File: src/design/snes_load_pkg.sv
package snes_load_pkg;

  // data paths
  typedef logic [7:0]  byte_t;
  typedef logic [15:0] word_t;

  // loader byte address, one bit wider than the sdram space
  typedef logic [24:0] ioctl_addr_t;
  typedef logic [23:0] rom_addr_t;
  typedef logic [23:0] mask_t;

  // header size code, size = 1 KiB << code
  typedef logic [3:0]  size_code_t;

  // audio ram, 64 KiB seen as 32K words
  typedef logic [15:0] aram_addr_t;
  typedef logic [14:0] aram_word_addr_t;

  // clear sweep runs over 128K steps
  typedef logic [16:0] fill_addr_t;
  typedef logic [1:0]  fill_mode_t;

  typedef enum logic {
    CLEAR_IDLE,
    CLEAR_RUN
  } clear_state_t;

  localparam mask_t MASK_UNIT = 24'd1024;
  // settle countdown start after a download ends
  localparam logic [2:0] SETTLE_CYCLES = 3'd6;
  // spc image header sits before audio ram data
  localparam aram_addr_t SPC_LOAD_OFFSET = 16'h0100;

  // fill patterns
  localparam byte_t FILL_A_HI = 8'h66;
  localparam byte_t FILL_A_LO = 8'h99;
  localparam byte_t FILL_B_HI = 8'hFF;
  localparam byte_t FILL_B_LO = 8'h00;
  localparam byte_t FILL_C    = 8'h55;
  localparam byte_t FILL_D    = 8'hFF;

  // divider phase where core reset may change
  localparam logic [1:0] RELEASE_PHASE = 2'd2;

endpackage

File: src/design/load_sequencer.sv
module load_sequencer (
  input  logic                    clk_sys,
  input  logic                    reset,
  input  logic                    cart_download,
  input  logic                    spc_download,
  input  logic                    ioctl_wr,
  input  snes_load_pkg::size_code_t rom_size,
  input  snes_load_pkg::size_code_t ram_size,
  output logic                    settling,
  output snes_load_pkg::mask_t    rom_mask,
  output snes_load_pkg::mask_t    ram_mask,
  output snes_load_pkg::size_code_t sram_size,
  output logic                    spc_mode
);
  import snes_load_pkg::*;

  // any download active last cycle
  logic       was_loading;
  logic [2:0] settle_cnt;
  logic       load_end;

  // falling edge of the combined download level
  assign load_end = was_loading && !cart_download && !spc_download;
  assign settling = (settle_cnt != 3'd0);

  always_ff @(posedge clk_sys) begin
    if (!reset) begin
      was_loading <= 1'b0;
      settle_cnt  <= 3'd0;
      rom_mask    <= '0;
      ram_mask    <= '0;
      sram_size   <= '0;
      spc_mode    <= 1'b0;
    end else begin
      was_loading <= cart_download || spc_download;

      // restart countdown, else run it down to zero
      if (load_end) begin
        settle_cnt <= SETTLE_CYCLES;
      end else if (settling) begin
        settle_cnt <= settle_cnt - 3'd1;
      end

      // last step of countdown, header codes are stable now
      if (settle_cnt == 3'd1) begin
        rom_mask  <= (MASK_UNIT << rom_size) - 24'd1;
        // no save ram means an empty mask
        ram_mask  <= (ram_size != '0) ? (MASK_UNIT << ram_size) - 24'd1 : '0;
        sram_size <= ram_size;
      end

      // last written image decides the mode
      if (ioctl_wr) begin
        spc_mode <= spc_download;
      end
    end
  end

endmodule

File: config.mk
export PLATFORM = sky130hd
export DESIGN_NAME = load_sequencer
export DESIGN_NICKNAME = d
export VERILOG_FILES = /design/src/design/snes_load_pkg.sv /design/src/design/load_sequencer.sv
export SDC_FILE = /design/constraint.sdc
export NUM_CORES = 1
export LEC_CHECK = 0
export BUFFER_PORTS_ARGS = -buffer_cell sky130_fd_sc_hd__buf_2
export CELL_PAD_IN_SITES_DETAIL_PLACEMENT = 0
export CELL_PAD_IN_SITES_GLOBAL_PLACEMENT = 2
export CORE_MARGIN = 4
export CORE_UTILIZATION = 28
export CTS_BUF_LIST = sky130_fd_sc_hd__clkbuf_4 sky130_fd_sc_hd__clkbuf_8
export DETAILED_ROUTE_END_ITERATION = 7
export GPL_TIMING_DRIVEN = 0
export PLACE_DENSITY_LB_ADDON = 0.3
export SKIP_CTS_REPAIR_TIMING = 1
export SYNTH_ARGS = -nofsm -noshare
export SYNTH_HDL_FRONTEND = slang
export SYNTH_SLANG_ARGS = --single-unit
File: constraint.sdc
create_clock -name clk_sys -period 1.87 [get_ports clk_sys]
set_input_delay 0.374 -clock clk_sys [delete_from_list [all_inputs] [get_ports clk_sys]]
set_output_delay 0.374 -clock clk_sys [all_outputs]
set_load 0.01 [all_outputs]
==> metrics.md <==
| Metric | Value |
|---|---|
| Initial antenna violation count | 0 |
| Max Fclk | 582 MHz |
| Post-synthesis cell count | between 200 and 250 |
| Max Root-Sink Buffers | 2 |
| Busiest grt layer | met2 |
| Min Clock Period, post-route | 1720 ps |
| Max transition margin | 0.600 |
| Layout cells sized above 1 | 0.361 |
| Global route total overflow | 0 |
| Initial DRC Count | 94 |
| Mapped Avg Cell Area | a little over 8 sq um |
| Die ar. | between 0.007 and 0.008 sq mm |
| R2R Setup Slk | 460 ps |
| Cell types with the highest counts after synthesis | sky130_fd_sc_hd__dfxtp_1 (39), sky130_fd_sc_hd__nand2_1 (28), sky130_fd_sc_hd__nor2_1 (25) |
| Clock tree from TritonCTS | yes |
| GRT Util Overall | 0.130 |
| Count of unique library cells instantiated by Yosys | 33 |
| Final core utilization | 0.370 |
| Most used DFF post-synth | sky130_fd_sc_hd__dfxtp_1 |
| Filler-free cell count of the finished design | approximately 370 |
| Clock Root Buffer | sky130_fd_sc_hd__clkbuf_8 |
| Routed wire length | 5.00 mm |
| Flip-flop and latch count after synthesis | 39 |
| Setup violation total in the final timing report | 0 |
| Average vias per placed instance | 4.49 |
| Worst hold slack across all endpoints | 296 ps |
| Io pins | 67 |
| Result of the run | completed |
| Routing usage on met3 | 0.0378 |
| Category of the worst setup path launch point | register |
| ANT cells | 0 |
| Most repeated cell in the gate-level netlist after synthesis | sky130_fd_sc_hd__dfxtp_1 |
| Critical path required time | 1500 ps |
| R2R depth | 5 |
| Tightest Pin Transition | 601 ps |
| Count of flip-flops with a built-in enable after synthesis | 0 |
| Largest net degree at the start of global routing | 12 |
| Setup Skew | 4.39 ps |
| Final hold violations | 0 |
| Unrepaired setup endpoints after global routing | no |
| DRC violations left | 0 |
| End of the worst hold path | was_loading |
| Critical Path Sink Type | output pin |
| Clock edge transition at the registers on the reported setup and hold paths | 80 ps |
| Via count of the first global-routing pass | approximately 1,600 |
| Routed wire per std cell | 13.4 microns |
| Maximum net fanout on the critical path | 5 |
| Cell Area, Synth | 0.00185 sq mm |
| Net count after synthesis | around 240 |
| Signal arrival time at the worst endpoint | 1340 ps |
| Post-synth top area cell | sky130_fd_sc_hd__dfxtp_1 |
| Synthesis-to-finish area growth | 27.4% |
| Horizontal die dimension | slightly below 90 microns |
| Cell area power density | between 1000 and 1500 mW/mm^2 |
| Global-route wire length before repair | 8.03 mm |
| Number of buffers inserted during clock tree synthesis | 5 |
| Clock network latency to the later pin of the worst-skew pair | 290 ps |
| Met2 global-route usage | 0.208 |
| Total number of vias | 1,675 |
| Met1 Use GR | 0.174 |
| Number of port buffers | 63 |
| Core Rows | 29 |
| RR Endpoint | rom_mask[19] |
| Share of synthesized area occupied by flip-flops and latches | 0.422 |
| Total leakage power | 0.00113 uW |
| Hold path start | cart_download |
| Die Y-Extent | 89.3 microns |
| GPL Wtd Cong | ~0.75 |
| Final worst-path cycle share | 0.919 |
| Detailed Routing Iterations Pass 1 | 4 |
| Worst min path class | in2reg |
| Number of nets in the finished design | 313 |
| FFs w/ async S/R, synth | 0 |
| Critical path start-end classification | reg2out |
| Clock Sinks | 39 |
| Count of H-tree levels built during CTS | 2 |
| Worst R2R Start | settle_cnt[2] |
| Final max-slew violation count | 0 |
| Final HPWL from detailed placement | 3.65 mm |
| Number of violations of the max-capacitance limit | 0 |
| Placed Cells | 366 |
| Max IR drop VDD | 0.000486 V |
| Top cell type's share of synthesized area | 0.422 |
| Starting utilization of the core area | 0.290 |
| Ranking of synthesized cells by area | sky130_fd_sc_hd__dfxtp_1 (42%), sky130_fd_sc_hd__buf_4 (7.3%), sky130_fd_sc_hd__a21oi_1 (6.5%) |
| Area of the core region | 0.00639 sq mm |
| Warnings, synthesis | 0 |
| Hold path cells | 3 |
| Post-detailed-route count of antenna-violating nets | 0 |
[flip-flops by register name (all words and copies together), names as in the netlist]
register     count
settle_cnt       3
ram_mask        15
was_loading      1
rom_mask        15
sram_size        4
spc_mode         1
[where the power goes]
part	total [uW]	switching (uW)	leakage, uW	internal, uW
Clock	584	294	0.0000470	290
Combinational	1490	786	0.000760	706
Sequential	1200	149	0.000319	1050
[per-layer routing]
layer	part of all wire	vias up	wire length [microns]
li1	-	890	-
met1	0.48	734	2390
met2	0.45	49	2250
met3	0.067	2	333
met4	0.0050	0	25
met5	0	-	0
[cell type report]
class | count | area [sq um]
clock buffer | 6 | 82.6
fill | 698 | 4030
buffer | 37 | 255
tap | 77 | 96.3
inverter | 7 | 26.3
multi-input combinational | 143 | 798
clock inverter | 1 | 5.00
sequential | 39 | 781
timing repair buffer | 63 | 315
[cells by family after synthesis]
group / Yosys count / synth area share
buffers and inverters: 44 / 0.152
XOR/XNOR: 2 / 0.00946
multiplexers: 3 / 0.0162
AND/OR/NAND/NOR: 79 / 0.197
adder cells (fa/ha/maj): 4 / 0.0270
AO/OA/AOI/OAI: 55 / 0.177
flip-flops: 39 / 0.422
[worst max-delay path, stage by stage (launching register included)]
cell	delay [ps]
sky130_fd_sc_hd__dfxtp_1	350
sky130_fd_sc_hd__nor2_1	200
sky130_fd_sc_hd__ha_1	280
sky130_fd_sc_hd__inv_1	80
sky130_fd_sc_hd__buf_2	140
[per-stage QoR]
stage	setup slack [ps]	instance area, sq um	total power [uW]	setup TNS, ps
after floorplan	139	1850	2190	0
after detailed placement	-186	2260	2740	-208
final	151	2360	3270	0
after global placement	-212	2260	2730	-238
after CTS	123	2350	3330	0
after global routing	1.00	2360	3550	0
[how the worst max path moves through the flow]
stage | cells past startpoint | to | slack [ps] | start
2_1_floorplan | 8 | rom_mask[20] | 140 | rom_size[3]
3_3_place_gp | 9 | rom_mask[20] | -210 | rom_size[3]
3_5_place_dp | 9 | rom_mask[20] | -190 | rom_size[3]
4_1_cts | 9 | rom_mask[20] | 120 | rom_size[3]
5_1_grt | 9 | rom_mask[20] | 1 | rom_size[3]
6_report | 4 | settling | 150 | settle_cnt[0]
[layout by cell type (no fill, tap or decap)]
cell | Yosys | final
sky130_fd_sc_hd__a311oi_1 | 1 | 1
sky130_fd_sc_hd__buf_4 | 18 | 18
sky130_fd_sc_hd__a21oi_1 | 24 | 24
sky130_fd_sc_hd__xnor2_1 | 2 | 2
sky130_fd_sc_hd__o2111ai_1 | 1 | 1
sky130_fd_sc_hd__a21bo_2 | 1 | 1
sky130_fd_sc_hd__nand3_1 | 6 | 6
sky130_fd_sc_hd__clkbuf_8 | 0 | 6
sky130_fd_sc_hd__o22a_1 | 1 | 1
sky130_fd_sc_hd__clkbuf_1 | 5 | 5
sky130_fd_sc_hd__mux2i_1 | 3 | 3
sky130_fd_sc_hd__nor3_1 | 6 | 6
sky130_fd_sc_hd__nor2b_1 | 1 | 1
sky130_fd_sc_hd__a32o_1 | 1 | 1
sky130_fd_sc_hd__inv_1 | 7 | 7
sky130_fd_sc_hd__ha_1 | 4 | 4
sky130_fd_sc_hd__o21ai_0 | 12 | 12
sky130_fd_sc_hd__and3_1 | 3 | 3
sky130_fd_sc_hd__nor2_1 | 25 | 24
sky130_fd_sc_hd__nand4_1 | 2 | 2
sky130_fd_sc_hd__dfxtp_1 | 39 | 39
sky130_fd_sc_hd__or3_1 | 2 | 2
sky130_fd_sc_hd__nand4b_1 | 1 | 1
sky130_fd_sc_hd__nor2_2 | 1 | 2
sky130_fd_sc_hd__a31oi_1 | 5 | 5
sky130_fd_sc_hd__buf_2 | 9 | 72
sky130_fd_sc_hd__nor4bb_2 | 0 | 1
sky130_fd_sc_hd__a211oi_1 | 5 | 5
sky130_fd_sc_hd__nand3b_1 | 2 | 2
sky130_fd_sc_hd__o311ai_0 | 2 | 2
sky130_fd_sc_hd__a21o_1 | 2 | 2
sky130_fd_sc_hd__buf_6 | 5 | 5
sky130_fd_sc_hd__nand2_1 | 28 | 28
sky130_fd_sc_hd__clkinv_2 | 0 | 1
sky130_fd_sc_hd__nor4b_2 | 1 | 1
Power figures use the tool's default switching activity.
