$ cat src/design/snes_load_pkg.sv
package snes_load_pkg;

  // data paths
  typedef logic [7:0]  byte_t;
  typedef logic [15:0] word_t;

  // loader byte address, one bit wider than the sdram space
  typedef logic [24:0] ioctl_addr_t;
  typedef logic [23:0] rom_addr_t;
  typedef logic [23:0] mask_t;

  // header size code, size = 1 KiB << code
  typedef logic [3:0]  size_code_t;

  // audio ram, 64 KiB seen as 32K words
  typedef logic [15:0] aram_addr_t;
  typedef logic [14:0] aram_word_addr_t;

  // clear sweep runs over 128K steps
  typedef logic [16:0] fill_addr_t;
  typedef logic [1:0]  fill_mode_t;

  typedef enum logic {
    CLEAR_IDLE,
    CLEAR_RUN
  } clear_state_t;

  localparam mask_t MASK_UNIT = 24'd1024;
  // settle countdown start after a download ends
  localparam logic [2:0] SETTLE_CYCLES = 3'd6;
  // spc image header sits before audio ram data
  localparam aram_addr_t SPC_LOAD_OFFSET = 16'h0100;

  // fill patterns
  localparam byte_t FILL_A_HI = 8'h66;
  localparam byte_t FILL_A_LO = 8'h99;
  localparam byte_t FILL_B_HI = 8'hFF;
  localparam byte_t FILL_B_LO = 8'h00;
  localparam byte_t FILL_C    = 8'h55;
  localparam byte_t FILL_D    = 8'hFF;

  // divider phase where core reset may change
  localparam logic [1:0] RELEASE_PHASE = 2'd2;

endpackage

$ cat src/design/ram_clear_seq.sv
module ram_clear_seq (
  input  logic                         clk_sys,
  input  logic                         reset,
  input  logic                         cart_download,
  input  snes_load_pkg::fill_mode_t    fill_mode,
  output logic                         clearing,
  output snes_load_pkg::aram_word_addr_t fill_word_addr,
  output snes_load_pkg::byte_t         fill_byte
);
  import snes_load_pkg::*;

  clear_state_t state;
  fill_addr_t   fill_addr;
  // free running pace counter, one step per four cycles
  logic [1:0]   phase;
  logic         cart_q;

  assign clearing       = (state == CLEAR_RUN);
  assign fill_word_addr = fill_addr[15:1];

  always_ff @(posedge clk_sys) begin
    if (!reset) begin
      state     <= CLEAR_IDLE;
      fill_addr <= '0;
      phase     <= 2'd0;
      cart_q    <= 1'b0;
    end else begin
      cart_q <= cart_download;
      phase  <= phase + 2'd1;
      case (state)
        CLEAR_IDLE: begin
          fill_addr <= '0;
          // start on first cycle of a cartridge download
          if (cart_download && !cart_q) begin
            state <= CLEAR_RUN;
          end
        end
        CLEAR_RUN: begin
          if (phase == 2'd0) begin
            fill_addr <= fill_addr + 17'd1;
          end
          // sweep done once the last address was written
          if (&fill_addr) begin
            state <= CLEAR_IDLE;
          end
        end
        default: state <= CLEAR_IDLE;
      endcase
    end
  end

  // pattern for the current sweep address
  always_comb begin
    case (fill_mode)
      2'd0: fill_byte = (fill_addr[8] ^ fill_addr[2]) ? FILL_A_HI : FILL_A_LO;
      2'd1: fill_byte = (fill_addr[9] ^ fill_addr[0]) ? FILL_B_HI : FILL_B_LO;
      2'd2: fill_byte = FILL_C;
      default: fill_byte = FILL_D;
    endcase
  end

endmodule

$ cat config.mk
export PLATFORM = sky130hd
export DESIGN_NAME = ram_clear_seq
export DESIGN_NICKNAME = d
export VERILOG_FILES = /design/src/design/snes_load_pkg.sv /design/src/design/ram_clear_seq.sv
export SDC_FILE = /design/constraint.sdc
export NUM_CORES = 1
export LEC_CHECK = 0
export BUFFER_PORTS_ARGS = -buffer_cell sky130_fd_sc_hd__buf_2
export CAP_MARGIN = 20
export CORE_ASPECT_RATIO = 0.9
export CORE_MARGIN = 1
export CORE_UTILIZATION = 40
export DETAILED_ROUTE_END_ITERATION = 12
export PLACE_DENSITY = 0.63
export SYNTH_ARGS = -nofsm -noshare
export SYNTH_HDL_FRONTEND = slang
export SYNTH_SLANG_ARGS = --single-unit
$ cat constraint.sdc
create_clock -name clk_sys -period 4.3 [get_ports clk_sys]
set_input_delay 0.645 -clock clk_sys [delete_from_list [all_inputs] [get_ports clk_sys]]
set_output_delay 0.645 -clock clk_sys [all_outputs]
set_load 0.01 [all_outputs]
==> impl_metrics.csv, run 1 <==
group,metric,value,unit
power_and_ir_drop,p_leak,0.4935,nW
placement,port_buffers,28,
timing,finalHoldViolCount,0,
global_routing,track_usage,13.70,%
run,drv_cap,0,
clock_tree,cts_tree,"built",
clock_tree,holdBufCountCts,0,
yosys,synth-simple-area-share,27.04,%
placement,place.gp.congestion,0.7597,
setup_path,cp_max_fo,8,
global_routing,grt_pass1_wl,3201,µm
final_layout,fillers,293,
route,routed_wl,1973,µm
route,drc,0,
setup_path,critPathMaxStageDelay,520,ps
yosys,yosysWarnings,0,
floorplan,fp.dieH,53.53,µm
global_routing,first_global_vias,734,
setup_path,critPathLaunchType,"flop",
clock_tree,post_cts_resized,0,
placement,dpl_cell_area,0.001206,mm²
yosys,synth_xor_area_share,9.650,%
clock_tree,cts_buffers,3,
clock_tree,ctsHtreeMaxLevel,1,
placement,detailed_place_hpwl,1552,µm
timing,setup-violations-final,0,
floorplan,start_util,42.59,%
final_layout,final_area,0.001232,mm²
yosys,netlist_top_cells_area,"dfxtp_1 36%, buf_4 13%, xnor2_1 6.7%",
clock_tree,ctsRootBufferMaster,"clkbuf_4",
min_path,hold_path.class,"flop to flop",
setup_path,slowest_stage,"dfxtp_1",
yosys,syn_inst,136,
timing,slew-limit-headroom,61.64,%
timing,period_share,47.84,%
global_routing,antenna_found_initial,0,
final_layout,final_cell_mix,"28 x buf_2, 21 x dfxtp_1, 15 x nor2_1, 9 x xnor2_1",
timing,max_freq,486.1,MHz
floorplan,die_x,59.25,µm
setup_path,critPathArrivalTime,1410,ps
setup_path,cp_cell_sequence,"xor2_1 > nor2_1 > o22a_1 > buf_2",
final_layout,mostFrequentLayoutCell,"buf_2",
route,first_pass_iters,4,
yosys,netlist_area,0.001180,mm²
global_routing,grt_overflow_total,0,
setup_path,cp.required,3650,ps
timing,fin_skew,0.7763,ps
floorplan,dieArea,0.003171,mm²
yosys,synthAdderAreaFrac,3.181,%
timing,layout_min_cycle_time,2057,ps
final_layout,areaGrowthSynthToFinish,4.454,%
floorplan,fp.coreArea,0.002770,mm²
yosys,synth-seq-cells,21,
setup_path,cp_num_buf_inv,1,
route,via_count,890,
route,first_iter_violations,36,
yosys,synthMuxAreaShare,1.697,%
route,viasPerCell,4.811,
yosys,synth_compound_area_share,7.635,%
timing,max_slew.worst_pin.slew,574.0,ps
yosys,yosysTopAreaCellShare,35.63,%
yosys,syn_nets,144,
power_and_ir_drop,ir_drop,0.1619,mV
yosys,synth_top_family_by_area,"simple AND/OR/NAND/NOR gates",
final_layout,antennaDiodeCount,0,
route,wl_per_cell,10.66,µm
power_and_ir_drop,p_total,0.0003284,W
global_routing,grt_max_degree,18,
clock_tree,cts.sink_count,21,
setup_path,crit_type,"flop to output port",
clock_tree,cts_setup_buffers,0,
clock_tree,clkTransAtPathRegs,110,ps
route,ant_nets,0,
run_status,status,"finished clean",
floorplan,ios,29,
timing,maxSlewViolCount,0,
floorplan,rows,18,
timing,rsz0062_at_grt,"no",
final_layout,drive_gt1_share,24.14,%
yosys,syn_avg_cell_area,8.676,µm²
yosys,synth_top_area_cell,"dfxtp_1",
yosys,synth.distinct_cells,31,
power_and_ir_drop,p_per_area,266.5,mW/mm²
yosys,yosysSeqAreaShare,35.63,%
clock_tree,cts_buffer_depth,2,
final_layout,layout.nets,154,
timing,tns,0,ps
clock_tree,clk_latency,300,ps
setup_path,cp-end-kind,"output port",
setup_path,cpLargestDelayFamily,"flip-flops",
==> worst reg2reg max path: stages (launching register included) <==
cell	delay, ps
dfxtp_1	520
and4_4	310
nand4_4	130
nor3_1	250
ha_1	270
mux2i_1	130
nor2_1	50
==> stage by stage <==
step | setup slack (ps) | hold WS [ps] | utilization (%) | instances
after CTS | 2218 | 426.5 | 44.49 | 185
after detailed placement | 2433 | 409.1 | 43.54 | 181
after global routing | 2125 | 458.9 | 44.49 | 185
after floorplan | 2552 | 391.8 | - | 136
final | 2243 | 419.6 | 44.49 | 185
after global placement | 2481 | 400.4 | 43.54 | 181
==> synth_stat cells, drive strengths merged <==
master	instances
buf	22
nand2	6
nand2b	3
nand4	4
nor2	15
and4b	1
a21oi	5
nor3b	1
o21a	1
o22a	2
nand3b	1
and4	2
ha	3
or4	1
o21ai	5
and2	4
xor2	4
nor4	1
inv	4
dfxtp	21
clkbuf	1
nand3	6
and4bb	1
o31ai	2
mux2i	2
xnor2	9
or3	3
nor2b	3
nor3	3
==> where the power goes <==
| part | total (W) | leakage [nW] | internal (W) | switching [W] |
|---|---|---|---|---|
| logic | 0.0000329 | 0.308 | 0.0000146 | 0.0000184 |
| clock network | 0.0000951 | 0.0150 | 0.0000362 | 0.0000589 |
| registers | 0.000200 | 0.170 | 0.000198 | 0.00000238 |
==> registers in the layout, indices dropped and copies added (netlist names) <==
name       cells
cart_q         1
clearing       1
fill_addr     17
phase          2
==> layout make-up <==
cell class              instances  area, µm²  area share [%]
multi-input cells              88      580.6           47.11
flip-flops and latches         21      420.4           34.11
repair buffers                 28      140.1           11.37
well taps                      40      50.05           4.061
clock buffers                   4      26.28           2.132
inverters                       4      15.01           1.218
==> final timing paths <==
path,start,to,slack (ps),cells past startpoint
hold reg to reg,phase[0]$_SDFF_PN0_,phase[0]$_SDFF_PN0_,420,1
hold / removal,phase[0]$_SDFF_PN0_,phase[0]$_SDFF_PN0_,420,1
setup / recovery,fill_addr[8]$_SDFFE_PN0P_,fill_byte[7],2240,4
setup reg to reg,fill_addr[8]$_SDFFE_PN0P_,fill_addr[16]$_SDFFE_PN0P_,2530,6
==> kinds of logic (layout without fill, tap and decap cells) <==
kind of cell / count (synthesis) / count (layout)
mux: 2 / 2
buf+inv: 27 / 36
compound gates: 15 / 15
fa+ha+maj: 3 / 3
xor+xnor: 13 / 13
flops: 21 / 21
simple gates: 55 / 55
==> metal layers <==
metal	vias up	routed length, µm	GRT usage [%]	share of wire, %
met5	-	0	0	0
met4	0	15	3.571	0.76
met3	2	77	4.401	3.9
met2	13	976	23.22	49
met1	413	902	16.67	46
li1	462	-	-	-
No activity file was read; power rests on OpenSTA's default activity.
==> inputs of run 2 (changes only) <==
--- a/config.mk
+++ b/config.mk
@@ -11,7 +11,7 @@
 export CORE_MARGIN = 1
 export CORE_UTILIZATION = 40
 export DETAILED_ROUTE_END_ITERATION = 12
-export PLACE_DENSITY = 0.63
+export PLACE_DENSITY = 0.65
 export SYNTH_ARGS = -nofsm -noshare
 export SYNTH_HDL_FRONTEND = slang
 export SYNTH_SLANG_ARGS = --single-unit
==> constraint.sdc (replaced) <==
create_clock -name clk_sys -period 1.7 [get_ports clk_sys]
set_input_delay 0.255 -clock clk_sys [delete_from_list [all_inputs] [get_ports clk_sys]]
set_output_delay 0.255 -clock clk_sys [all_outputs]
set_load 0.01 [all_outputs]
==> run 2 against run 1 <==
Effect of this change:
- clock power grew to 2.5 times the previous value
- power grew to 2.6 times the previous value
- worst hold slack worse by 250 ps
- clock-buffer cell count stayed put
- largest cell class unchanged
==> impl_metrics.csv, run 2 (synthesized netlist as in run 1, its figures left out) <==
group,metric,value,unit
timing,finalHoldViolCount,0,
power_and_ir_drop,power_frac_seq,60.3,%
final_layout,largest-register,"fill_addr",
power_and_ir_drop,p_int,0.0006387,W
placement,detailed_place_hpwl,1733,µm
clock_tree,clk_latency,300,ps
clock_tree,cts_buffer_depth,2,
clock_tree,clkTransAtPathRegs,120,ps
setup_path,cp-end-kind,"output port",
floorplan,fp.coreArea,0.002770,mm²
power_and_ir_drop,p_leak,0.5627,nW
placement,port_buffers,28,
clock_tree,holdBufCountCts,0,
route,viasPerCell,4.893,
global_routing,first_global_vias,780,
final_layout,top_regs,"fill_addr (17), phase (2)",
setup_path,crit_type,"flop to output port",
setup_path,cp.required,1440,ps
final_layout,layout.nets,165,
final_layout,fin_util,49.01,%
final_layout,final_area,0.001358,mm²
clock_tree,cts.sink_count,21,
timing,slew-limit-headroom,63.28,%
timing,maxSlewViolCount,0,
clock_tree,ctsRootBufferMaster,"clkbuf_4",
final_layout,mostFrequentLayoutCell,"buf_2",
timing,holdWs,166.4,ps
final_layout,antennaDiodeCount,0,
global_routing,grt_pass1_wl,3450,µm
route,drc,0,
setup_path,critPathArrivalTime,1380,ps
setup_path,slowest_stage,"dfxtp_1",
route,first_pass_iters,4,
final_layout,areaGrowthSynthToFinish,15.06,%
final_layout,final_cell_mix,"28 x buf_2, 18 x dfxtp_1, 15 x nor2_1, 8 x xnor2_1, 8 x buf_4",
run_status,status,"finished clean",
min_path,hold_path.class,"primary input to flop",
power_and_ir_drop,p_total,0.0008436,W
timing,max_slew.worst_pin.slew,549.4,ps
final_layout,fillers,277,
floorplan,rows,18,
clock_tree,ctsHtreeMaxLevel,1,
power_and_ir_drop,p_per_area,621.4,mW/mm²
timing,layout_min_cycle_time,1638,ps
setup_path,cp_cell_sequence,"buf_6 > xor2_2 > nor2_1 > o22a_1 > buf_2",
final_layout,drive_gt1_share,34.62,%
global_routing,grt_max_degree,18,
timing,fin_skew,5.582,ps
global_routing,grt_overflow_total,0,
power_and_ir_drop,p_sw,0.0002050,W
power_and_ir_drop,pwr-share-clk,28.4,%
setup_path,critPathMaxStageDelay,360,ps
floorplan,ios,29,
floorplan,fp.dieH,53.53,µm
global_routing,track_usage,14.83,%
floorplan,die_x,59.25,µm
global_routing,antenna_found_initial,0,
route,ant_nets,0,
setup_path,cp_max_fo,7,
final_layout,largest_reg_flops,17,
timing,period_share,96.33,%
route,routed_wl,2245,µm
placement,place.gp.congestion,0.7841,
route,first_iter_violations,9,
floorplan,start_util,42.59,%
clock_tree,cts_tree,"built",
setup_path,critPathLaunchType,"flop",
run,drv_cap,0,
timing,max_freq,610.7,MHz
timing,tns,0,ps
clock_tree,cts_buffers,3,
timing,setup-violations-final,0,
placement,dpl_cell_area,0.001274,mm²
floorplan,dieArea,0.003171,mm²
route,via_count,959,
power_and_ir_drop,swShare,24.30,%
power_and_ir_drop,ir_drop,0.3911,mV
power_and_ir_drop,comb_power_share,11.3,%
route,wl_per_cell,11.45,µm
==> run 2: changes by cell type in the layout (fill, tap and decap cells not counted), sizes merged <==
cell,previous run,this run
buf,28,39
==> run 2: worst max-delay path, delay by kind of cell (launching register included) <==
kind	cells	cell delay, ps
compound gates	1	200
xor+xnor	1	150
buf+inv	2	290
flops	1	360
simple gates	1	60
==> run 2: stage by stage <==
step,cells,setup WS (ps)
finish,196,62.41
floorplan,136,184.9
global route,196,-5.535
global placement,190,136.6
detailed placement,190,110.6
CTS,194,26.43
==> run 2: power by group through the flow <==
| stage | combinational (W) | clock, W | sequential, W |
|---|---|---|---|
| 2_1_floorplan | 0.0000636 | 0 | 0.000518 |
| 3_3_place_gp | 0.0000873 | 0 | 0.000518 |
| 3_5_place_dp | 0.0000900 | 0 | 0.000519 |
| 4_1_cts | 0.0000901 | 0.000246 | 0.000507 |
| 5_1_grt | 0.000106 | 0.000272 | 0.000510 |
| 6_report | 0.0000955 | 0.000239 | 0.000509 |
==> run 2: layout make-up <==
type | count | area (µm²) | share of cell area, %
Timing Repair Buffer | 39 | 234.0 | 17.24
Tap cell | 40 | 50.05 | 3.687
Inverter | 4 | 15.01 | 1.106
Sequential cell | 21 | 424.2 | 31.24
Multi-Input combinational cell | 88 | 608.1 | 44.79
Clock buffer | 4 | 26.28 | 1.935
==> run 2: worst paths after layout <==
check | startpoint | endpoint | slack (ps) | cells past startpoint
worst max-delay path | fill_addr[8]$_SDFFE_PN0P_ | fill_byte[3] | 60 | 5
worst min-delay path | cart_download | cart_q$_SDFF_PN0_ | 170 | 2
worst max register to register | fill_addr[10]$_SDFFE_PN0P_ | fill_addr[16]$_SDFFE_PN0P_ | 100 | 6
worst min register to register | phase[0]$_SDFF_PN0_ | phase[0]$_SDFF_PN0_ | 420 | 1
==> run 2: repair_timing <==
item / 4_1_cts / 5_1_grt
buffers inserted: 0 / 2
setup endpoints to repair: 0 / 10
gates resized for setup: 0 / 11
==> run 2: layer usage <==
layer,GRT usage (%),wire length (µm)
met3,4.401,91
met5,0,0
met2,23.97,1037
met4,3.571,47
met1,19.32,1069
