`config.mk`:
```
export PLATFORM = sky130hd
export DESIGN_NAME = sdram_port_ctrl
export DESIGN_NICKNAME = d
export VERILOG_FILES = /design/src/design/snes_load_pkg.sv /design/src/design/sdram_port_ctrl.sv
export SDC_FILE = /design/constraint.sdc
export NUM_CORES = 1
export LEC_CHECK = 0
export ABC_AREA = 0
export BUFFER_PORTS_ARGS = -buffer_cell sky130_fd_sc_hd__clkbuf_2
export CORE_MARGIN = 1.5
export CORE_UTILIZATION = 26
export DETAILED_ROUTE_END_ITERATION = 12
export GPL_TIMING_DRIVEN = 0
export PLACE_DENSITY_LB_ADDON = 0.25
export SKIP_CTS_REPAIR_TIMING = 1
export SLEW_MARGIN = 40
export SYNTH_ARGS = -nofsm -noshare
export SYNTH_HDL_FRONTEND = slang
export SYNTH_SLANG_ARGS = --single-unit
```
`constraint.sdc`:
```
create_clock -name clk_sys -period 1.1 [get_ports clk_sys]
set_clock_uncertainty 0.15 [all_clocks]
set_input_delay 0.22 -clock clk_sys [delete_from_list [all_inputs] [get_ports clk_sys]]
set_output_delay 0.22 -clock clk_sys [all_outputs]
set_load 0.05 [all_outputs]
```
`src/design/snes_load_pkg.sv`:
```
package snes_load_pkg;

  // data paths
  typedef logic [7:0]  byte_t;
  typedef logic [15:0] word_t;

  // loader byte address, one bit wider than the sdram space
  typedef logic [24:0] ioctl_addr_t;
  typedef logic [23:0] rom_addr_t;
  typedef logic [23:0] mask_t;

  // header size code, size = 1 KiB << code
  typedef logic [3:0]  size_code_t;

  // audio ram, 64 KiB seen as 32K words
  typedef logic [15:0] aram_addr_t;
  typedef logic [14:0] aram_word_addr_t;

  // clear sweep runs over 128K steps
  typedef logic [16:0] fill_addr_t;
  typedef logic [1:0]  fill_mode_t;

  typedef enum logic {
    CLEAR_IDLE,
    CLEAR_RUN
  } clear_state_t;

  localparam mask_t MASK_UNIT = 24'd1024;
  // settle countdown start after a download ends
  localparam logic [2:0] SETTLE_CYCLES = 3'd6;
  // spc image header sits before audio ram data
  localparam aram_addr_t SPC_LOAD_OFFSET = 16'h0100;

  // fill patterns
  localparam byte_t FILL_A_HI = 8'h66;
  localparam byte_t FILL_A_LO = 8'h99;
  localparam byte_t FILL_B_HI = 8'hFF;
  localparam byte_t FILL_B_LO = 8'h00;
  localparam byte_t FILL_C    = 8'h55;
  localparam byte_t FILL_D    = 8'hFF;

  // divider phase where core reset may change
  localparam logic [1:0] RELEASE_PHASE = 2'd2;

endpackage

```
`src/design/sdram_port_ctrl.sv`:
```
module sdram_port_ctrl (
  input  logic                      clk_sys,
  input  logic                      reset,
  input  logic                      core_hold,
  input  logic                      cart_download,
  input  logic                      ioctl_wr,
  input  snes_load_pkg::ioctl_addr_t ioctl_addr,
  input  snes_load_pkg::word_t      ioctl_dout,
  input  snes_load_pkg::rom_addr_t  rom_addr,
  input  snes_load_pkg::word_t      rom_d,
  input  logic                      rom_oe,
  input  logic                      rom_we,
  input  logic                      rom_word,
  output logic                      core_reset_n,
  output snes_load_pkg::rom_addr_t  sdram_addr,
  output snes_load_pkg::word_t      sdram_din,
  output logic                      sdram_rd,
  output logic                      sdram_wr,
  output logic                      sdram_word
);
  import snes_load_pkg::*;

  // four phase divider
  logic [1:0] div;
  // refresh strobe, one cycle in four
  logic       rfsh;

  always_ff @(posedge clk_sys) begin
    if (!reset) begin
      div          <= 2'd0;
      rfsh         <= 1'b0;
      core_reset_n <= 1'b0;
    end else begin
      div  <= div + 2'd1;
      rfsh <= (div == 2'd0);
      // reset edges only on one fixed phase
      if (div == RELEASE_PHASE) begin
        core_reset_n <= !core_hold;
      end
    end
  end

  // request steering, loader owns the port during a cart download
  always_comb begin
    if (cart_download) begin
      // rom image goes in as whole words
      sdram_addr = ioctl_addr[23:0];
      sdram_din  = ioctl_dout;
      sdram_wr   = ioctl_wr;
      sdram_rd   = 1'b0;
      sdram_word = 1'b1;
    end else begin
      sdram_addr = rom_addr;
      sdram_din  = rom_d;
      sdram_wr   = rom_we;
      sdram_word = rom_word;
      // held core issues no reads, the refresh strobe keeps the controller busy
      if (core_reset_n) begin
        sdram_rd = rom_oe;
      end else begin
        sdram_rd = rfsh;
      end
    end
  end

endmodule

```
==> impl_metrics.prom, run 1 <==
# TYPE chip_impl_metric gauge
chip_impl_info{name="run_status",value="complete, but fails checks"} 1
chip_impl_info{name="violations",value="negative setup slack"} 1
chip_impl_metric{name="numClockSinks",unit=""} 4
chip_impl_metric{name="synth_compound_gate_area_share",unit=""} 0.0116
chip_impl_info{name="worstHoldStart",value="core_hold"} 1
chip_impl_metric{name="placement.cell_area",unit="um^2"} 1590
chip_impl_metric{name="power.share.combinational",unit=""} 0.778
chip_impl_metric{name="worst-r2r-setup-slack",unit="ns"} 0.06
chip_impl_metric{name="worst_ep_required_time",unit="ns"} 0.73
chip_impl_metric{name="drv_cap",unit=""} 0
chip_impl_metric{name="portBuffers",unit=""} 130
chip_impl_metric{name="seq_power_share",unit=""} 0.101
chip_impl_metric{name="worst_ep_arrival_time",unit="ns"} 1.03
chip_impl_metric{name="cellPowerDensity",unit="nW/um^2"} 826
chip_impl_metric{name="final_routed_wirelength",unit="mm"} 3.33
chip_impl_metric{name="finalWorstSetupSlack",unit="ns"} -0.304
chip_impl_metric{name="muxShareOfSynthArea",unit=""} 0.714
chip_impl_metric{name="cts.reportedPaths.clkPinSlew",unit="ns"} 0.04
chip_impl_metric{name="post_synth_num_cell_types",unit=""} 14
chip_impl_info{name="crit_path_top_delay_cell",value="sky130_fd_sc_hd__dfxtp_4"} 1
chip_impl_metric{name="die_y",unit="um"} 60.5
chip_impl_metric{name="hold_slack",unit="ns"} 0.0824
chip_impl_metric{name="antennaDiodeCount",unit=""} 0
chip_impl_metric{name="cp_slowest_stage_delay",unit="ns"} 0.36
chip_impl_info{name="synthDominantAreaCellType",value="sky130_fd_sc_hd__mux2_4"} 1
chip_impl_info{name="synth_top_cells_by_area",value="sky130_fd_sc_hd__mux2_4 (66%), sky130_fd_sc_hd__buf_12 (9.3%), sky130_fd_sc_hd__dfxtp_1 (9.3%)"} 1
chip_impl_metric{name="dr.first_iter.drc_count",unit=""} 24
chip_impl_metric{name="dp_hpwl",unit="mm"} 2.54
chip_impl_metric{name="yosys_warnings",unit=""} 0
chip_impl_info{name="critPathLaunchType",value="flop"} 1
chip_impl_metric{name="gp_routability_congestion",unit=""} 0.633
chip_impl_metric{name="hold-path-cell-count",unit=""} 3
chip_impl_info{name="critical_path.cell_chain",value="mux2i_4 -> nor2_4 -> buf_8"} 1
chip_impl_metric{name="power_frac_clock",unit=""} 0.121
chip_impl_metric{name="drt-vias-per-instance",unit=""} 4.23
chip_impl_info{name="clock_tree_from_tritoncts",value="done"} 1
chip_impl_metric{name="syn-cell-area",unit="um^2"} 861
chip_impl_metric{name="synth_top_area_frac",unit=""} 0.663
chip_impl_metric{name="floorplan.core_area",unit="um^2"} 3100
chip_impl_metric{name="path_max_fanout",unit=""} 3
chip_impl_metric{name="synth_area_per_cell",unit="um^2"} 13.9
chip_impl_metric{name="timing.final.hold_violations",unit=""} 0
chip_impl_metric{name="worstMarginPinSlew",unit="ns"} 0.164
chip_impl_info{name="rsz0062_at_grt",value="yes"} 1
chip_impl_metric{name="numCtsBuffers",unit=""} 3
chip_impl_metric{name="total_leakage_power",unit="nW"} 1.16
chip_impl_metric{name="clock_path_buffers",unit=""} 2
chip_impl_metric{name="n_fill_cell",unit=""} 253
chip_impl_info{name="r2r_start",value="div[0]"} 1
chip_impl_metric{name="synth_sequential_area_ratio",unit=""} 0.0930
chip_impl_metric{name="area_growth",unit="%"} 136
chip_impl_metric{name="synth-edff-count",unit=""} 0
chip_impl_metric{name="p_int",unit="mW"} 0.924
chip_impl_metric{name="cts_htree_levels",unit=""} 1
chip_impl_metric{name="fin_nets",unit=""} 293
chip_impl_metric{name="timing.reg2reg.worst_path_depth",unit=""} 3
chip_impl_info{name="criticalPathCategory",value="flop to output port"} 1
chip_impl_metric{name="worst-path-buf-inv",unit=""} 1
chip_impl_info{name="hold_end",value="core_reset_n"} 1
chip_impl_metric{name="top_level_ports",unit=""} 133
chip_impl_metric{name="yosys.area_share.xor_xnor",unit=""} 0
chip_impl_metric{name="headroom_to_the_max_slew_limit",unit=""} 0.888
chip_impl_metric{name="syn-num-nets",unit=""} 153
chip_impl_metric{name="grt_max_degree",unit=""} 11
chip_impl_metric{name="setup_viol",unit=""} 44
chip_impl_info{name="commonest_non_fill_non_tap_cells_in_the_layout",value="sky130_fd_sc_hd__clkbuf_2 (86), sky130_fd_sc_hd__mux2_4 (41), sky130_fd_sc_hd__buf_6 (36)"} 1
chip_impl_info{name="critical_path.top_delay_family",value="flip-flops"} 1
chip_impl_metric{name="yosys.area_share.adder",unit=""} 0.0291
chip_impl_metric{name="timing.fmax",unit="MHz"} 712
chip_impl_metric{name="place_ws",unit="ns"} -0.300
chip_impl_metric{name="floorplan.initialDensity",unit=""} 0.277
chip_impl_metric{name="p_sw",unit="mW"} 0.758
chip_impl_metric{name="drtPass1Iterations",unit=""} 3
chip_impl_info{name="worst_r2r_endpoint",value="core_reset_n"} 1
chip_impl_metric{name="post_route_cells_drive_above_1_share",unit=""} 0.940
chip_impl_metric{name="wire_length_of_the_first_global_routing_pass",unit="mm"} 3.70
chip_impl_metric{name="fp.dieW",unit="um"} 60.5
chip_impl_metric{name="grt_util_all_layers",unit=""} 0.130
chip_impl_metric{name="drc",unit=""} 0
chip_impl_metric{name="post-route-min-period",unit="ns"} 1.40
chip_impl_metric{name="yosys_register_bits",unit=""} 4
chip_impl_metric{name="swShare",unit=""} 0.451
chip_impl_metric{name="worst_skew_pair.late_latency",unit="ns"} 0.24
chip_impl_metric{name="worst_ir_drop_vdd",unit="uV"} 484
chip_impl_metric{name="dieArea",unit="um^2"} 3670
chip_impl_info{name="mostFrequentLayoutCell",value="sky130_fd_sc_hd__clkbuf_2"} 1
chip_impl_info{name="timing.critical_path.to_type",value="output port"} 1
chip_impl_metric{name="grt_pass1_vias",unit=""} 930
chip_impl_metric{name="synth_area_in_simple_gates",unit=""} 0.0378
chip_impl_metric{name="mapped_cells",unit=""} 62
chip_impl_metric{name="design_area",unit="um^2"} 2040
chip_impl_metric{name="detailroute.via_count",unit=""} 1037
chip_impl_info{name="dominant_combinational_cell_family_by_area_after_synthesis",value="multiplexers"} 1
chip_impl_metric{name="postSynth.asyncResetShare",unit=""} 0
chip_impl_metric{name="rows",unit=""} 20
chip_impl_metric{name="layout_worst_path_cycle_share",unit=""} 1.28
chip_impl_metric{name="globalRouteOverflowTotal",unit=""} 0
chip_impl_metric{name="antenna_violations_before_repair",unit=""} 0
chip_impl_metric{name="final-max-slew-violation-count",unit=""} 0
chip_impl_info{name="synth_ff_type",value="sky130_fd_sc_hd__dfxtp_1"} 1
chip_impl_info{name="clk_root_buffer_cell",value="sky130_fd_sc_hd__clkbuf_4"} 1
chip_impl_metric{name="mean_routed_wirelength_per_cell",unit="um"} 13.6
chip_impl_info{name="hp-class",value="input pin to flop"} 1
chip_impl_metric{name="drtAntennaViolNets",unit=""} 0
==> flip-flops by register name (all words and copies together), names as in the netlist <==
register	flops
core_reset_n	1
div	2
rfsh	1
==> final cells by class <==
| type | instances | area, um^2 | share of cell area |
|---|---|---|---|
| timing repair buffer | 135 | 1050 | 0.514 |
| multi-input combinational | 51 | 716 | 0.352 |
| buffer | 5 | 100 | 0.0492 |
| sequential | 4 | 85.1 | 0.0418 |
| tap | 44 | 55.1 | 0.0270 |
| clock buffer | 4 | 26.3 | 0.0129 |
| inverter | 2 | 7.51 | 0.00369 |
==> power groups by stage <==
stage          Combinational [mW]  Clock [mW]  Sequential (mW)
6_report                     1.31       0.203            0.171
5_1_grt                      1.36       0.219            0.172
4_1_cts                      1.05       0.213            0.167
3_5_place_dp                 1.05           0            0.169
3_3_place_gp                 1.04           0            0.168
2_1_floorplan               0.767           0            0.179
==> routing by layer <==
metal | global-route usage | vias up | wire [um]
met3 | 0.0149 | 4 | 295
met2 | 0.280 | 62 | 1960
li1 | - | 502 | -
met4 | 0.0373 | 0 | 29
met5 | 0 | - | 0
met1 | 0.125 | 469 | 1040
==> metrics by stage <==
stage / power, mW / instances / util / setup TNS, ns
6_report: 1.68 / 245 / 0.656 / -8.87
5_1_grt: 1.75 / 245 / 0.656 / -9.38
4_1_cts: 1.43 / 240 / 0.521 / -12.42
3_5_place_dp: 1.22 / 236 / 0.512 / -11.96
3_3_place_gp: 1.21 / 236 / 0.512 / -11.89
2_1_floorplan: 0.946 / 62 / - / -5.35
==> synth_stat cells, types with 2 or more instances <==
library cell and instances:
sky130_fd_sc_hd__mux2_4 38, sky130_fd_sc_hd__mux2_2 3, sky130_fd_sc_hd__ha_1 2, sky130_fd_sc_hd__and2_1 2, sky130_fd_sc_hd__inv_1 2, sky130_fd_sc_hd__buf_12 4
sky130_fd_sc_hd__dfxtp_1 4
==> how the worst max path moves through the flow <==
| stage | start | end | slack, ns | depth (start not counted) |
|---|---|---|---|---|
| 2_1_floorplan | cart_download | sdram_addr[10] | -0.13 | 3 |
| 3_3_place_gp | cart_download | sdram_din[10] | -0.30 | 4 |
| 3_5_place_dp | cart_download | sdram_addr[4] | -0.30 | 4 |
| 4_1_cts | core_reset_n | sdram_rd | -0.45 | 3 |
| 5_1_grt | core_reset_n | sdram_rd | -0.33 | 3 |
| 6_report | core_reset_n | sdram_rd | -0.30 | 3 |
==> cell families (layout without fill, tap and decap cells) <==
group,after synthesis,after routing
AOI/OAI and AO/OA,1,1
adders and majority gates,2,2
DFF,4,4
muxes,42,42
buffers and inverters,7,146
and+or+nand+nor,6,6
==> worst min-delay path, stage by stage <==
cell and delay [ns]:
sky130_fd_sc_hd__clkbuf_2 0.07, sky130_fd_sc_hd__nand2_1 0.05, sky130_fd_sc_hd__o211a_1 0.09
Power figures use the tool's default switching activity.
==> run 2, diff against run 1 <==
--- a/config.mk
+++ b/config.mk
@@ -17,3 +17,4 @@
 export SYNTH_ARGS = -nofsm -noshare
 export SYNTH_HDL_FRONTEND = slang
 export SYNTH_SLANG_ARGS = --single-unit
+export TNS_END_PERCENT = 5
==> impl_metrics.prom, run 2 (synthesis results as in run 1) <==
# TYPE chip_impl_metric gauge
chip_impl_metric{name="portBuffers",unit=""} 130
chip_impl_metric{name="final_core_util",unit=""} 0.534
chip_impl_info{name="critPathLaunchType",value="flop"} 1
chip_impl_metric{name="post-route-min-period",unit="ns"} 1.41
chip_impl_metric{name="grt_max_degree",unit=""} 11
chip_impl_metric{name="top_level_ports",unit=""} 133
chip_impl_metric{name="path_max_fanout",unit=""} 3
chip_impl_metric{name="drtPass1Iterations",unit=""} 2
chip_impl_info{name="top_register",value="div"} 1
chip_impl_metric{name="max_reg_flops",unit=""} 2
chip_impl_metric{name="clock_path_buffers",unit=""} 2
chip_impl_metric{name="n_fill_cell",unit=""} 297
chip_impl_metric{name="globalRouteOverflowTotal",unit=""} 0
chip_impl_metric{name="timing.final.hold_violations",unit=""} 0
chip_impl_metric{name="floorplan.core_area",unit="um^2"} 3100
chip_impl_info{name="run_status",value="complete, but fails checks"} 1
chip_impl_metric{name="cts.reportedPaths.clkPinSlew",unit="ns"} 0.04
chip_impl_info{name="clk_root_buffer_cell",value="sky130_fd_sc_hd__clkbuf_4"} 1
chip_impl_info{name="hp-class",value="input pin to flop"} 1
chip_impl_metric{name="detailroute.via_count",unit=""} 991
chip_impl_metric{name="hold_slack",unit="ns"} 0.0792
chip_impl_metric{name="numClockSinks",unit=""} 4
chip_impl_metric{name="area_growth",unit="%"} 92.6
chip_impl_metric{name="drt-vias-per-instance",unit=""} 4.13
chip_impl_metric{name="numCtsBuffers",unit=""} 3
chip_impl_metric{name="worst_ep_arrival_time",unit="ns"} 1.04
chip_impl_metric{name="place_ws",unit="ns"} -0.300
chip_impl_metric{name="grt_util_all_layers",unit=""} 0.130
chip_impl_metric{name="fp.dieW",unit="um"} 60.5
chip_impl_metric{name="drv_cap",unit=""} 0
chip_impl_metric{name="post_route_cells_drive_above_1_share",unit=""} 0.939
chip_impl_metric{name="fin_total_pwr",unit="mW"} 1.44
chip_impl_metric{name="headroom_to_the_max_slew_limit",unit=""} 0.826
chip_impl_metric{name="worst_skew_pair.late_latency",unit="ns"} 0.24
chip_impl_metric{name="total_leakage_power",unit="nW"} 1.01
chip_impl_info{name="worstHoldStart",value="core_hold"} 1
chip_impl_metric{name="drc",unit=""} 0
chip_impl_metric{name="layout_worst_path_cycle_share",unit=""} 1.28
chip_impl_info{name="criticalPathCategory",value="flop to output port"} 1
chip_impl_metric{name="mean_routed_wirelength_per_cell",unit="um"} 11.6
chip_impl_metric{name="grt_pass1_vias",unit=""} 930
chip_impl_metric{name="worst_ir_drop_vdd",unit="uV"} 465
chip_impl_metric{name="final-max-slew-violation-count",unit=""} 0
chip_impl_metric{name="cts_htree_levels",unit=""} 1
chip_impl_metric{name="rows",unit=""} 20
chip_impl_metric{name="dr.first_iter.drc_count",unit=""} 19
chip_impl_info{name="commonest_non_fill_non_tap_cells_in_the_layout",value="sky130_fd_sc_hd__clkbuf_2 (86), sky130_fd_sc_hd__buf_2 (40), sky130_fd_sc_hd__mux2_4 (38)"} 1
chip_impl_metric{name="gp_routability_congestion",unit=""} 0.633
chip_impl_metric{name="setup_viol",unit=""} 44
chip_impl_info{name="mostFrequentLayoutCell",value="sky130_fd_sc_hd__clkbuf_2"} 1
chip_impl_metric{name="floorplan.initialDensity",unit=""} 0.277
chip_impl_metric{name="finalWorstSetupSlack",unit="ns"} -0.307
chip_impl_metric{name="cellPowerDensity",unit="nW/um^2"} 871
chip_impl_info{name="timing.critical_path.to_type",value="output port"} 1
chip_impl_metric{name="timing.fmax",unit="MHz"} 711
chip_impl_info{name="setup.worst_path.start",value="core_reset_n"} 1
chip_impl_metric{name="fin_nets",unit=""} 288
chip_impl_metric{name="antennaDiodeCount",unit=""} 0
chip_impl_metric{name="die_y",unit="um"} 60.5
chip_impl_info{name="rsz0062_at_grt",value="yes"} 1
chip_impl_info{name="violations",value="negative setup slack"} 1
chip_impl_info{name="clock_tree_from_tritoncts",value="done"} 1
chip_impl_metric{name="drtAntennaViolNets",unit=""} 0
chip_impl_metric{name="worstMarginPinSlew",unit="ns"} 0.263
chip_impl_metric{name="dieArea",unit="um^2"} 3670
chip_impl_metric{name="antenna_violations_before_repair",unit=""} 0
chip_impl_metric{name="dp_hpwl",unit="mm"} 2.54
chip_impl_info{name="top_regs",value="div (2), core_reset_n (1), rfsh (1)"} 1
chip_impl_metric{name="worst_ep_required_time",unit="ns"} 0.73
chip_impl_metric{name="final_routed_wirelength",unit="mm"} 2.78
chip_impl_metric{name="wire_length_of_the_first_global_routing_pass",unit="mm"} 3.70
chip_impl_info{name="r2r_start",value="div[0]"} 1
==> run 2: critical path, stage by stage, from the launching register on <==
cell and delay (ns):
sky130_fd_sc_hd__dfxtp_4 0.36, sky130_fd_sc_hd__mux2i_4 0.24, sky130_fd_sc_hd__nor2_4 0.05, sky130_fd_sc_hd__buf_8 0.14
==> run 2: area by class of cell <==
class	instances	area (um^2)	share of cell area
plain buffers	5	100	0.0604
clock buffers	4	26.3	0.0158
inverters	2	7.51	0.00453
multi-input cells	51	704	0.425
flip-flops and latches	4	85.1	0.0513
well taps	44	55.1	0.0332
repair buffers	130	679	0.410
==> run 2: through the flow <==
stage / setup TNS (ns) / cells / instance area [um^2]
finish: -10.80 / 240 / 1660
floorplan: -5.35 / 62 / 883
detailed placement: -11.96 / 236 / 1590
CTS: -12.42 / 240 / 1620
global placement: -11.89 / 236 / 1590
global route: -11.51 / 240 / 1660
==> run 2: power by group <==
part	leakage [nW]	total, mW	switching [mW]	internal [mW]
clock network	0.0150	0.204	0.0677	0.137
registers	0.0341	0.171	0.0107	0.160
logic	0.961	1.07	0.632	0.437
==> run 2: path summary, 6_finish.rpt <==
check	to	slack, ns	cells after the start
max	sdram_rd	-0.31	3
min	core_reset_n	0.08	3
max reg2reg	div[1]	0.06	3
min reg2reg	div[0]	0.25	1
==> run 2: layer usage <==
layer	routed length, um	global-route usage	vias up
met5	0	0	-
met4	0	0.0373	0
met3	271	0.0149	0
met2	1570	0.280	58
met1	938	0.125	442
li1	-	-	491
